<file path="src/video_defs.svh">
`ifndef VIDEO_DEFS_SVH
`define VIDEO_DEFS_SVH

// Horizontal timing in clk cycles, one pixel per clock
`define H_ACTIVE     16
`define H_TOTAL      24
`define HSYNC_START  18
`define HSYNC_END    22

// Vertical timing in lines
`define V_ACTIVE     8
`define V_TOTAL      10
`define VSYNC_LINE   9

// Video RAM geometry
`define VRAM_DEPTH   1024
`define VRAM_AW      10

// APB address map
`define APB_AW       12
`define ADDR_VRAM    12'h000
`define ADDR_PAL     12'h400
`define ADDR_CTRL    12'h600
`define ADDR_BASE    12'h601

`endif

</file>
<file path="src/video_pkg.sv">
package video_pkg;

    typedef logic [9:0]  vram_addr_t;
    typedef logic [7:0]  pix_idx_t;
    typedef logic [11:0] rgb_t;
    typedef logic [4:0]  hpos_t;
    typedef logic [3:0]  vpos_t;
    typedef logic [5:0]  row_t;
    typedef logic [11:0] apb_addr_t;

    // Line fetch sequencing
    typedef enum logic [1:0] {
        IDLE,
        FETCH,
        DRAIN
    } render_state_t;

    // APB transfer phases, WAIT holds for video RAM
    typedef enum logic [1:0] {
        SETUP,
        ACCESS,
        WAIT
    } apb_phase_t;

endpackage

</file>
<file path="src/apb_regbus.sv">
`timescale 1ns/1ps
`include "video_defs.svh"

module apb_regbus (
    input  logic                  clk,
    input  logic                  reset,
    input  logic                  psel_i,
    input  logic                  penable_i,
    input  logic                  pwrite_i,
    input  video_pkg::apb_addr_t  paddr_i,
    input  logic [7:0]            pwdata_i,
    output logic [7:0]            prdata_o,
    output logic                  pready_o,
    output logic                  pslverr_o,
    output logic                  host_req_o,
    output logic                  host_we_o,
    output video_pkg::vram_addr_t host_addr_o,
    output logic [7:0]            host_wdata_o,
    input  logic                  host_ack_i,
    input  logic [7:0]            host_rdata_i,
    output logic                  pal_we_o,
    output logic [8:0]            pal_addr_o,
    output logic [7:0]            pal_wdata_o,
    input  logic [7:0]            pal_rdata_i,
    output logic                  enable_o,
    output video_pkg::row_t       base_row_o
);
    import video_pkg::*;

    apb_phase_t phase;
    apb_phase_t phase_next;
    logic       vram_sel;
    logic       pal_sel;
    logic       ctrl_sel;
    logic       base_sel;
    logic       reg_wr;

    ////////////////////////////////////////////////////////////////////////////
    // Address decode
    ////////////////////////////////////////////////////////////////////////////
    assign vram_sel = paddr_i[`APB_AW-1:`VRAM_AW] ==
                      (`APB_AW-`VRAM_AW)'(`ADDR_VRAM >> `VRAM_AW);
    assign pal_sel  = (paddr_i >= `ADDR_PAL) && (paddr_i < `ADDR_CTRL);
    assign ctrl_sel = paddr_i == `ADDR_CTRL;
    assign base_sel = paddr_i == `ADDR_BASE;

    // Video RAM and palette see the APB address and data directly
    assign host_we_o    = pwrite_i;
    assign host_addr_o  = paddr_i[`VRAM_AW-1:0];
    assign host_wdata_o = pwdata_i;
    assign pal_addr_o   = 9'(paddr_i - `ADDR_PAL);
    assign pal_wdata_o  = pwdata_i;

    ////////////////////////////////////////////////////////////////////////////
    // Transfer phases
    ////////////////////////////////////////////////////////////////////////////
    always_ff @(posedge clk or posedge reset) begin
        if (reset) begin
            phase <= SETUP;
        end else begin
            phase <= phase_next;
        end
    end

    // RAM request goes out already in the setup cycle
    always_comb begin
        host_req_o = 1'b0;
        pready_o   = 1'b0;
        phase_next = phase;
        case (phase)
            SETUP: begin
                host_req_o = psel_i && !penable_i && vram_sel;
                if (psel_i && !penable_i) begin
                    phase_next = ACCESS;
                end
            end
            ACCESS: begin
                host_req_o = vram_sel && !host_ack_i;
                pready_o   = vram_sel ? host_ack_i : 1'b1;
                phase_next = pready_o ? SETUP : WAIT;
            end
            default: begin
                host_req_o = !host_ack_i;
                pready_o   = host_ack_i;
                if (host_ack_i) begin
                    phase_next = SETUP;
                end
            end
        endcase
    end

    assign pslverr_o = pready_o && !(vram_sel || pal_sel || ctrl_sel || base_sel);
    assign reg_wr    = pready_o && psel_i && penable_i && pwrite_i;
    assign pal_we_o  = reg_wr && pal_sel;

    // Control registers
    always_ff @(posedge clk or posedge reset) begin
        if (reset) begin
            enable_o   <= 1'b0;
            base_row_o <= '0;
        end else if (reg_wr) begin
            if (ctrl_sel) begin
                enable_o <= pwdata_i[0];
            end
            if (base_sel) begin
                base_row_o <= row_t'(pwdata_i);
            end
        end
    end

    // Read data, unmapped reads as zero
    assign prdata_o = vram_sel ? host_rdata_i :
                      pal_sel  ? pal_rdata_i :
                      ctrl_sel ? {7'b0, enable_o} :
                      base_sel ? {2'b0, base_row_o} : 8'h00;

endmodule

</file>
<file path="config.mk">
export PLATFORM = sky130hd
export DESIGN_NAME = apb_regbus
export DESIGN_NICKNAME = d
export VERILOG_FILES = /design/src/video_pkg.sv /design/src/apb_regbus.sv
export VERILOG_INCLUDE_DIRS = /design/src
export SDC_FILE = /design/constraint.sdc
export NUM_CORES = 1
export LEC_CHECK = 0
export BUFFER_PORTS_ARGS = -buffer_cell sky130_fd_sc_hd__buf_4
export CAP_MARGIN = 20
export CORE_ASPECT_RATIO = 2
export CORE_MARGIN = 4
export CORE_UTILIZATION = 25
export DETAILED_ROUTE_END_ITERATION = 8
export PLACE_DENSITY_LB_ADDON = 0.2
export REMOVE_ABC_BUFFERS = 1
export SLEW_MARGIN = 20
export SYNTH_ARGS = -nofsm -noshare
export SYNTH_HDL_FRONTEND = slang
export SYNTH_SLANG_ARGS = --single-unit
</file>
<file path="constraint.sdc">
create_clock -name clk -period 5.2 [get_ports clk]
set_clock_uncertainty 0.1 [all_clocks]
set_input_delay 0.26 -clock clk [delete_from_list [all_inputs] [get_ports clk]]
set_output_delay 0.26 -clock clk [all_outputs]
set_load 0.05 [all_outputs]
</file>
Word level (Yosys, flattened, before mapping)

Cells that the tools add are included.

Input port bits: 42
Register bits: 9
Output and inout port bits: 55
Word-level logic and storage cells: 42

Multiplexer cells: 11
Equal/unequal tests: 4
Magnitude comparators: 2
Reduce and logical (&&, ||, !) cells: 21
Add/subtract/negate cells: 1

Operator list:

| kind                                                                    | count |
|---|---|
| 12-bit by 11-bit equality test with 1-bit output, second input constant | 2 |
| 8-bit two-way mux                                                       | 2 |
| 12-bit by 11-bit >= comparator with 1-bit output, second input constant | 1 |
| 12-bit by 11-bit < comparator with 1-bit output, second input constant  | 1 |
| 6-bit two-way mux                                                       | 2 |
| 1-bit logical AND                                                       | 9 |
| 9-bit by 1-bit subtractor with 9-bit output, second input constant      | 1 |
| 2-bit two-way mux                                                       | 3 |
| 2-bit AND reduction                                                     | 3 |
| 2-bit logical NOT                                                       | 2 |
| 1-bit one-hot mux with 2 select lines                                   | 2 |
| 2-bit one-hot mux with 2 select lines                                   | 1 |
| 1-bit logical NOT                                                       | 3 |
| 1-bit logical OR                                                        | 3 |
| 3-bit nonzero test                                                      | 1 |
| 2-bit by 1-bit equality test with 1-bit output, second input constant   | 1 |
| 2-bit inequality test, second input constant                            | 1 |
| 1-bit two-way mux                                                       | 1 |

Logic depth before layout (Yosys ltp)

Gate-level depths: netlist of the first run.

Word-level depth: 7
Gate-level depth with buffers: 6
Depth with buffers taken out: 4

Worst setup path after synthesis of the first run

OpenSTA, ideal clock, no wires.

Kind: register to output
From: register phase[1]
To: output pslverr_o
Path buffers: 0
Setup slack: 2.599 ns
Data required time: 4.840 ns
Arrival: 2.241 ns
Cell stages (with the launch flop): 3
Path through: dfrtp_1 -> mux2_2 -> nor4b_1

Word-level cells in the longest chain between the ends: 3
Elaborated cells between the ends (all ways): 4
Those cells by class: eq/ne: 1; mux: 1; reduce/logical: 2

Ends and longest elaborated chain:

| item                                                                                       | RTL line         | text |
|---|---|---|
| start, declared                                                                            | apb_regbus.sv:30 | `apb_phase_t phase;` |
| start signal, assigned                                                                     | apb_regbus.sv:61 | `phase <= phase_next;` |
| 2-bit by 1-bit equality test with 1-bit output / 2-bit logical NOT (equally long branches) | apb_regbus.sv:70 | `case (phase)` |
| 1-bit one-hot mux with 2 select lines (*)                                                  | apb_regbus.sv:70 |  |
| 1-bit logical AND (*)                                                                      | apb_regbus.sv:92 | `assign pslverr_o = pready_o && !(vram_sel \|\| pal_sel \|\| ctrl_sel \|\| base_sel);` |
| end, declared                                                                              | apb_regbus.sv:14 | `output logic pslverr_o,` |

Every way passes the cells marked *; elsewhere a longest branch is shown, timed or not.

Worst setup path after layout of the first run

From: input paddr_i[6]
To: register base_row_o[2]

Word-level cells in the longest chain between the ends: 2

Ends and longest elaborated chain:

| item                                                       | RTL line          | text |
|---|---|---|
| start, declared                                            | apb_regbus.sv:10  | `input video_pkg::apb_addr_t paddr_i,` |
| 12-bit by 11-bit equality test with 1-bit output (no line) | n/a               |  |
| 2-bit AND reduction (no line)                              | n/a               |  |
| end signal, assigned                                       | apb_regbus.sv:106 | `base_row_o <= row_t'(pwdata_i);` |
| end, declared                                              | apb_regbus.sv:26  | `output video_pkg::row_t base_row_o` |

Every way passes these cells.
A chain may end at the register's enable or synchronous reset.

==> reports/results.ini, run 1 <==
[status]
status=finished, final reports clean

[sta]
finalHoldViolCount=0
rsz0062_at_grt=no
drv_slew=0
tightest_slew_ns=0.7082
setup_violations=0
relSlewSlack_pct=52.19
max_freq_mhz=428.4
period_needed_ns=2.334
fin_setup_tns_ns=0
finalWorstSetupSlack_ns=2.866
finalCritPeriodShare_pct=44.89

[floorplanning]
dieArea_um2=4755
die_h_um=93.60
ios=97
rows=30
initial_utilization_pct=26.52
die_w_um=50.80
core_um2=3453

[placed_design]
pre_cts_ws_ns=2.606
port_buffers=90
place_congestion=0.7166
place_inst=201
dp_hpwl_um=2533

[clocking]
cts.sinks=9
clkTransAtPathRegs_ns=0.04
max-clock-path-buffers=2
ctsHoldBuffers=1
cts_buffers=3
cts_setup_buffers=0
cts-root-buf=clkbuf_8
cts_tree=built
htree_levels=1
post_cts_resize_count=0
worst_skew_pair.late_latency_ns=0.23

[yosys]
synthTopCellsByCount=buf_4 (37), nand2_1 (13), dfrtp_1 (9), mux2_4 (6), a22oi_1 (5)
synth_compound_area_share_pct=10.79
synth_area_leaders=buf_4 (30%), dfrtp_1 (25%), mux2_4 (9.8%)
synth-edff-count=0
synthAdderAreaFrac_pct=0
synth-seq-cells=9
ys_types=25
synth_xor_area_share_pct=0
synthSimpleGateAreaFrac_pct=18.72
synth.most_common_cell=buf_4
syn_area_um2=915.9
syn_area_per_cell_um2=9.068
yosysWarnings=0
synth_top_family_by_area=buffers and inverters
synthArstFlopShare_pct=100.0
synth_top_area_share_pct=30.33
yosys.area.top_type=buf_4
synthCells=101
synthMuxAreaShare_pct=13.52
ys_seq_area_share_pct=24.59
synth_flop_cell=dfrtp_1

[power_and_ir_drop]
vdd.ir_drop.worst_mv=0.1051
power.leakage_nw=0.7498
p_per_area_nw_per_um2=202.9
finalPower_w=0.0002887

[final_layout]
num-fill-cells=373
drive_above_1_share_pct=66.46
antenna_cells=0
fin_nets=201
area_delta_synth_final_pct=55.33
utilization_pct=41.20
fin_cells=206

[critical_path]
cpPeakStageDelay_ns=0.63
rr_endpoint=base_row_o[2]
arrival_ns=2.34
r2r-start=phase[1]
cp_data_required_time_ns=5.21
regToRegSetupSlack_ns=3.08
end_kind=register
critical_path.max_fanout=6
critPathKind=input pin to register
slowest_stage=nor2b_1
critPathCapture=base_row_o[2]
crit_start=paddr_i[6]
worstRegToRegCells=4
worst_setup_path_start_kind=input pin
path_cells=buf_4, or4b_1, nor4_4, nor2b_1, mux2_4

[grt]
grt_pass1_wl_um=4229
antenna_found_initial=0
grtUsageMet2_pct=22.38
use_met1_pct=10.48
overflow=0
grtUsageTotal_pct=11.53
grt_pass1_vias=928
gr-usage-met3_pct=3.509
top_usage_layer=met2
grt_start_max_net_pins=11

[detailed_routing]
ant_nets=0
drc=0
drt_iter0_drc=17
totalWireLength_um=2844
dr.pass1.iters=4
wl_per_cell_um=13.81
vias_per_cell=4.286
route.vias.total=883

[worst_hold_path]
hp-class=input pin to register

[run]
drv_cap=0

worst min-delay path by stage:
stage                from            end  slack [ns]  depth (start not counted)
2_1_floorplan       reset  base_row_o[0]       -0.01                          1
3_3_place_gp        reset       phase[0]        0.14                          2
5_1_grt        host_ack_i       phase[1]        0.13                          2
6_report       host_ack_i       phase[1]        0.13                          2
3_5_place_dp        reset       phase[1]        0.14                          2
4_1_cts        host_ack_i       phase[1]        0.12                          2
state kept, by name, indices dropped and copies added (netlist names):
register	cells
base_row_o	6
phase	2
enable_o	1
cells by family (layout without fill, tap and decap cells):
| family | after synthesis | count (layout) |
|---|---|---|
| buf+inv | 40 | 97 |
| simple gates | 29 | 29 |
| mux | 9 | 9 |
| flops | 9 | 9 |
| compound gates | 14 | 14 |
cell usage in the layout, fill, tap and decap left out:
cell type / Yosys / routed
a22o_1: 2 / 2
nor3b_2: 0 / 1
nor4b_1: 1 / 1
or3_1: 1 / 1
nor2b_1: 2 / 2
mux2_2: 3 / 3
clkbuf_1: 0 / 1
nor2_1: 3 / 3
buf_4: 37 / 90
o31a_1: 1 / 1
nand2_1: 13 / 13
nor3_1: 2 / 2
or4b_4: 1 / 1
and3_1: 1 / 1
or4_1: 1 / 1
o22ai_1: 1 / 1
a21oi_1: 3 / 3
o21ai_0: 1 / 1
inv_1: 2 / 2
dfrtp_1: 9 / 9
a22oi_1: 5 / 5
or4b_1: 1 / 1
o311ai_0: 1 / 1
nor3b_1: 2 / 1
clkbuf_8: 0 / 3
nor4_4: 1 / 1
dlygate4sd3_1: 0 / 1
mux2_4: 6 / 6
metrics by stage:
step | hold WS, ns | instance area (um^2)
finish | 0.1292 | 1423
global route | 0.1342 | 1423
CTS | 0.1238 | 1418
detailed placement | 0.1437 | 1363
global placement | 0.1413 | 1363
floorplan | -0.01208 | 626.9
per-layer routing:
metal / vias up / routed length, um
met5: - / 0
met2: 56 / 1632
met1: 394 / 881
met4: 0 / 36
li1: 429 / -
met3: 4 / 293
power breakdown:
group | total, W | switching (W) | internal (W)
logic | 0.000139 | 0.0000906 | 0.0000485
registers | 0.0000719 | 0.000000803 | 0.0000711
clock network | 0.0000776 | 0.0000245 | 0.0000531
layout make-up:
cell class	instances	area [um^2]	share of cell area, %
Timing Repair Buffer	91	685.7	48.20
Inverter	2	7.507	0.5277
Multi-Input combinational cell	52	399.1	28.06
Sequential cell	9	225.2	15.83
Clock buffer	4	45.04	3.166
Tap cell	48	60.06	4.222
worst max-delay path, delay by kind of cell:
kind | cells | cell delay [ns]
multiplexers | 1 | 0.35
buffers and inverters | 1 | 0.12
AND/OR/NAND/NOR | 3 | 1.62
(Power assumes the default switching activity.)
==> run 2: changes to the inputs <==
--- a/config.mk
+++ b/config.mk
@@ -6,6 +6,7 @@
 export SDC_FILE = /design/constraint.sdc
 export NUM_CORES = 1
 export LEC_CHECK = 0
+export ABC_AREA = 1
 export BUFFER_PORTS_ARGS = -buffer_cell sky130_fd_sc_hd__buf_4
 export CAP_MARGIN = 20
 export CORE_ASPECT_RATIO = 2
==> constraint.sdc (replaced) <==
create_clock -name clk -period 2.3 [get_ports clk]
set_clock_uncertainty 0.1 [all_clocks]
set_input_delay 0.115 -clock clk [delete_from_list [all_inputs] [get_ports clk]]
set_output_delay 0.115 -clock clk [all_outputs]
set_load 0.05 [all_outputs]
==> run 2 against run 1 <==
Final area increased by 12%. Critical path type is now register to output pin. Worst hold slack got worse by 0.12 ns. Largest power group unchanged. Combinational power increased by 150%. Non-clock buffer count increased by 2.
==> reports/results.ini, run 2 <==
[worst_hold_path]
hp-class=input pin to register

[critical_path]
regToRegSetupSlack_ns=1.00  ; -2.08 ns
arrival_ns=1.41  ; -0.93 ns
critPathKind=register to output pin
cp_data_required_time_ns=2.09  ; -3.12 ns
worst_setup_path_start_kind=register
critical_path.max_fanout=4  ; -2
end_kind=output pin

[yosys]
ys_types=17  ; -32%
synthCells=171  ; +69%
synth-edff-count=0  ; unchanged
synthTopCellsByCount=nand2_1 (50), buf_4 (36), inv_1 (20), nor2_1 (18), nand3_1 (17)
synth.most_common_cell=nand2_1
yosysWarnings=0  ; unchanged
synthArstFlopShare_pct=100.0  ; unchanged
ys_seq_area_share_pct=21.30  ; -3.3 points
synth_top_area_share_pct=25.56  ; -4.8 points
syn_area_um2=1057  ; +15%
syn_area_per_cell_um2=6.183  ; -32%
synth-seq-cells=9  ; unchanged
synth_area_leaders=buf_4 (26%), dfrtp_1 (21%), nand2_1 (18%)
synth_flop_cell=dfrtp_1
yosys.area.top_type=buf_4

[grt]
antenna_found_initial=0  ; unchanged
grtUsageTotal_pct=12.80  ; +1.3 points
grt_pass1_wl_um=5181  ; +23%
grt_pass1_vias=1211  ; +30%
grt_start_max_net_pins=12  ; +1
overflow=0  ; unchanged

[placed_design]
place_congestion=0.7641  ; +6.6%
port_buffers=90  ; unchanged
pre_cts_ws_ns=0.9038  ; -1.702 ns
dp_hpwl_um=3059  ; +21%

[final_layout]
regMostFlops=base_row_o
antenna_cells=0  ; unchanged
largest_register_ffs=6  ; unchanged
utilization_pct=39.06  ; -2.1 points
reg_top3=base_row_o: 6 flops, phase: 2 flops, enable_o: 1 flops
mostFrequentLayoutCells=buf_4 (91), nand2_1 (50), inv_1 (20)
drive_above_1_share_pct=45.45  ; -21 points
area_delta_synth_final_pct=51.01
fin_nets=274  ; +36%
final_common_cell=buf_4

[clocking]
cts-root-buf=clkbuf_8
clkTransAtPathRegs_ns=0.05  ; about the same
cts.sinks=9  ; unchanged
max-clock-path-buffers=2  ; unchanged
cts_setup_buffers=0  ; unchanged
worst_skew_pair.late_latency_ns=0.23  ; about the same
cts_buffers=3  ; unchanged
cts_tree=built
htree_levels=1  ; unchanged

[floorplanning]
initial_utilization_pct=25.86  ; -0.66 points
die_w_um=53.99  ; +6.3%
die_h_um=99.97  ; +6.8%
rows=33  ; +10%
ios=97  ; unchanged
dieArea_um2=5397  ; +13%
core_um2=4088  ; +18%

[detailed_routing]
dr.pass1.iters=4  ; unchanged
totalWireLength_um=3454  ; +21%
wl_per_cell_um=12.20  ; -12%
drc=0  ; unchanged
drt_iter0_drc=7  ; -10
vias_per_cell=4.191  ; -2.2%
route.vias.total=1186  ; +34%
ant_nets=0  ; unchanged

[power_and_ir_drop]
vdd.ir_drop.worst_mv=0.2907  ; +180%
power.leakage_nw=0.9015  ; +20%
p_per_area_nw_per_um2=426.8  ; +110%

[status]
status=finished, final reports clean

[sta]
fin_setup_tns_ns=0  ; unchanged
setup_violations=0  ; unchanged
rsz0062_at_grt=no
finalCritPeriodShare_pct=70.55
tightest_slew_ns=0.3855  ; -0.3227 ns
max_freq_mhz=616.3
finalWorstSetupSlack_ns=0.6774  ; -2.188 ns
relSlewSlack_pct=74.27  ; +22 points
finalHoldViolCount=0  ; unchanged
period_needed_ns=1.623
drv_slew=0  ; unchanged
holdWs_ns=0.006976  ; -0.1222 ns

[run]
drv_cap=0  ; unchanged

run 2: logic make-up after synthesis:
family                 after synthesis  share of synthesized area [%]
AO/OA/AOI/OAI                        6                          3.551
buffers and inverters               57                          33.14
flip-flops                           9                          21.30
AND/OR/NAND/NOR                     99                          42.01
run 2: timing repair:
item / 4_1_cts / 5_1_grt
resized for setup: 0 / 0
hold endpoints to repair: 10 / 0
hold buffers: 2 / 0
run 2: critical path, cell delays in order, from the launching register on:
cell and delay (ns):
dfrtp_1 0.39, inv_1 0.07, nand2_1 0.09, nand2_1 0.08
nor2_1 0.09, nand2_1 0.06, nor3_1 0.18, buf_4 0.23
run 2: cell type report:
cell class / instances / area [um^2]
Inverter: 20 / 75.07
Fill cell: 456 / 2491
Timing Repair Buffer: 93 / 703.2
Tap cell: 52 / 65.06
Clock inverter: 1 / 5.005
Clock buffer: 3 / 41.29
Sequential cell: 9 / 225.2
Multi-Input combinational cell: 105 / 481.7
run 2: power by group:
part | leakage, nW | switching [W] | internal [W]
registers | 0.125 | 0.00000160 | 0.000161
logic | 0.751 | 0.000226 | 0.000115
clock network | 0.0255 | 0.0000598 | 0.000118
total | 0.902 | 0.000288 | 0.000394
run 2: path summary, 6_finish.rpt:
kind | start | endpoint | depth (start not counted)
min in group asynchronous | reset | phase[1] | 3
min reg2reg | base_row_o[4] | base_row_o[4] | 2
max in group asynchronous | reset | base_row_o[3] | 3
max reg2reg | phase[1] | base_row_o[5] | 8
min | pwdata_i[1] | base_row_o[1] | 3
max | phase[1] | pslverr_o | 7
run 2: routing by layer:
metal	GRT usage [%]	routed length, um	vias up
met1	11.45	1088	522
met2	26.26	2041	51
li1	-	-	611
met4	4.415	21	0
met5	0	0	-
met3	1.783	303	2
run 2: stage by stage:
stage,area [um^2],cells,total power [W]
3_3_place_gp,1530,277,0.0005069
6_report,1597,283,0.0006814
2_1_floorplan,782.0,134,0.0002542
5_1_grt,1597,283,0.0007125
3_5_place_dp,1530,277,0.0005067
4_1_cts,1597,283,0.0006920
==> run 3: changes to the inputs <==
==> constraint.sdc (replaced) <==
create_clock -name clk -period 1.6 [get_ports clk]
set_clock_uncertainty 0.1 [all_clocks]
set_input_delay 0.08 -clock clk [delete_from_list [all_inputs] [get_ports clk]]
set_output_delay 0.08 -clock clk [all_outputs]
set_load 0.05 [all_outputs]
==> run 3 against run 2 <==
The run now ends with hold timing left. Critical path depth is the same. Clock-buffer cell count rose by 1. Cell count up 1.8%. Sequential power increased by 44%. Sequential share of layout area down 0.52 points. Worst hold slack got worse by 0.010 ns. Setup slack lost 0.56 ns. Global-route usage is 0.38 points higher. Final area rose by 3.8%. Register-to-register slack worse by 0.78 ns. First-iteration DRC count grew 86%. Die area did not move. Largest cell class unchanged.
==> reports/results.ini, run 3 (synthesis results as in run 2) <==
[placed_design]
pre_cts_ws_ns=0.2639  ; -0.6399 ns
dp_hpwl_um=3108  ; +1.6%
port_buffers=90  ; unchanged
place_inst=277  ; unchanged
place_congestion=0.7924  ; +3.7%

[worst_hold_path]
hp-class=input pin to register

[critical_path]
cp_data_required_time_ns=1.42  ; -0.67 ns
cp_num_cells=7  ; unchanged
rr_endpoint=base_row_o[0]
regToRegSetupSlack_ns=0.22  ; -0.78 ns
path_buf_inv=2  ; unchanged
slowest_stage=dfrtp_1
cpPeakStageDelay_ns=0.38  ; about the same
path_cells=inv_1, nand2_1, nand2_1, nor2_1, nand2_1, nor3_2, buf_6
r2r-start=phase[1]
arrival_ns=1.30  ; -0.11 ns
worstRegToRegCells=8  ; unchanged
critPathKind=register to output pin
critPathCapture=pslverr_o
critical_path.max_fanout=4  ; unchanged
end_kind=output pin
crit_family=simple AND/OR/NAND/NOR gates
crit_top_cell=nand2_1
worst_setup_path_start_kind=register
crit_start=phase[1]

[power_and_ir_drop]
power.leakage_nw=0.9264  ; +2.8%
vdd.ir_drop.worst_mv=0.4109  ; +41%
p_per_area_nw_per_um2=596.5  ; +40%

[final_layout]
antenna_cells=0  ; unchanged
drive_above_1_share_pct=45.34  ; -0.12 points
seq_area_um2=225.2  ; unchanged
utilization_pct=40.56  ; +1.5 points
regMostFlops=base_row_o
fin_nets=279  ; +1.8%
area_delta_synth_final_pct=56.80
largest_register_ffs=6  ; unchanged
num-fill-cells=461  ; +1.1%
fin_cells=288  ; +1.8%
final_common_cell=buf_4
reg_top3=base_row_o: 6 flops, phase: 2 flops, enable_o: 1 flops
mostFrequentLayoutCells=buf_4 (90), nand2_1 (50), inv_1 (20)
multi_input_area_um2=489.2  ; +1.6%

[detailed_routing]
vias_per_cell=4.205  ; +0.34%
wl_met2_um=2097  ; +2.7%
maxUsedRoutingLayer=met4
route.vias.total=1211  ; +2.1%
drt_iter0_drc=13  ; +6
wl_met1_um=1140  ; +4.8%
dr.pass1.iters=4  ; unchanged
ant_nets=0  ; unchanged
drc=0  ; unchanged
wl_met3_um=271  ; -11%
wl_per_cell_um=12.40  ; +1.6%
totalWireLength_um=3570  ; +3.4%

[grt]
grt_start_max_net_pins=10  ; -2
grtUsageTotal_pct=13.18  ; +0.38 points
overflow=0  ; unchanged
antenna_found_initial=0  ; unchanged
grt_pass1_vias=1184  ; -2.2%
grt_pass1_wl_um=5319  ; +2.7%

[run]
drv_cap=0  ; unchanged

[sta]
finalHoldViolCount=1  ; +1
drv_slew=0  ; unchanged
finalCritPeriodShare_pct=92.41
period_needed_ns=1.479
finalWorstSetupSlack_ns=0.1214  ; -0.5560 ns
setup_violations=0  ; unchanged
tightest_slew_ns=0.3775  ; -0.008016 ns
max_freq_mhz=676.3
rsz0062_at_grt=no
relSlewSlack_pct=74.81  ; +0.53 points
holdWs_ns=-0.003171  ; -0.01015 ns

[floorplanning]
die_w_um=53.99  ; unchanged
dieArea_um2=5397  ; unchanged
core_um2=4088  ; unchanged
ios=97  ; unchanged
initial_utilization_pct=25.86  ; unchanged
die_h_um=99.97  ; unchanged
rows=33  ; unchanged

[clocking]
worst_skew_pair.late_latency_ns=0.22  ; about the same
max-clock-path-buffers=2  ; unchanged
htree_levels=1  ; unchanged
cts_buffers=3  ; unchanged
cts_tree=built
clkTransAtPathRegs_ns=0.04  ; about the same
cts-root-buf=clkbuf_8
cts.sinks=9  ; unchanged

[status]
violations=hold timing
status=finished, violations left

## run 3: layer usage
layer / GRT usage [%] / vias to the layer above
li1: - / 621
met1: 12.19 / 533
met2: 26.92 / 53
met3: 1.337 / 4
met4: 4.607 / 0
met5: 0 / -
## run 3: worst min-delay path by stage
stage | start | end | slack (ns) | cells after the start
floorplan | reset | base_row_o[0] | -0.19 | 1
global placement | reset | phase[0] | -0.03 | 2
detailed placement | reset | phase[1] | -0.03 | 2
CTS | pwdata_i[0] | base_row_o[0] | 0.0002 | 3
global route | pwdata_i[0] | base_row_o[0] | 0.03 | 3
finish | pwdata_i[0] | base_row_o[0] | -0.003 | 3
## run 3: where the power goes
part / internal [W] / leakage, nW / total, W / switching [W]
sequential: 0.000231 / 0.125 / 0.000234 / 0.00000236
combinational: 0.000174 / 0.779 / 0.000503 / 0.000329
clock: 0.000173 / 0.0228 / 0.000252 / 0.0000798
## run 3: final cells by class
class	instances	area share [%]
repair buffers	98	45.74
multi-input cells	105	29.51
flip-flops and latches	9	13.58
inverters	20	4.528
well taps	52	3.925
clock buffers	4	2.717
## run 3: worst register-to-register path, stage by stage, from the launching register on
cell     delay (ns)
dfrtp_1        0.40
inv_1          0.08
nor2_1         0.05
nor2_1         0.10
nand3_2        0.12
buf_4          0.17
nor2_4         0.17
nand2_1        0.07
nand2_1        0.06
## run 3: repair_timing
action                     4_1_cts  5_1_grt
hold endpoints to repair        14        0
setup buffers                    0        1
setup endpoints to repair        0        2
gates resized for setup          0        4
hold buffers                     6        0
## run 3: per-stage QoR
stage	setup TNS (ns)	power [W]	instance area [um^2]
floorplan	-0.4993	0.0003654	782.0
global placement	0	0.0007287	1530
detailed placement	0	0.0007290	1530
CTS	0	0.001001	1635
global route	0	0.001038	1658
finish	0	0.0009888	1658
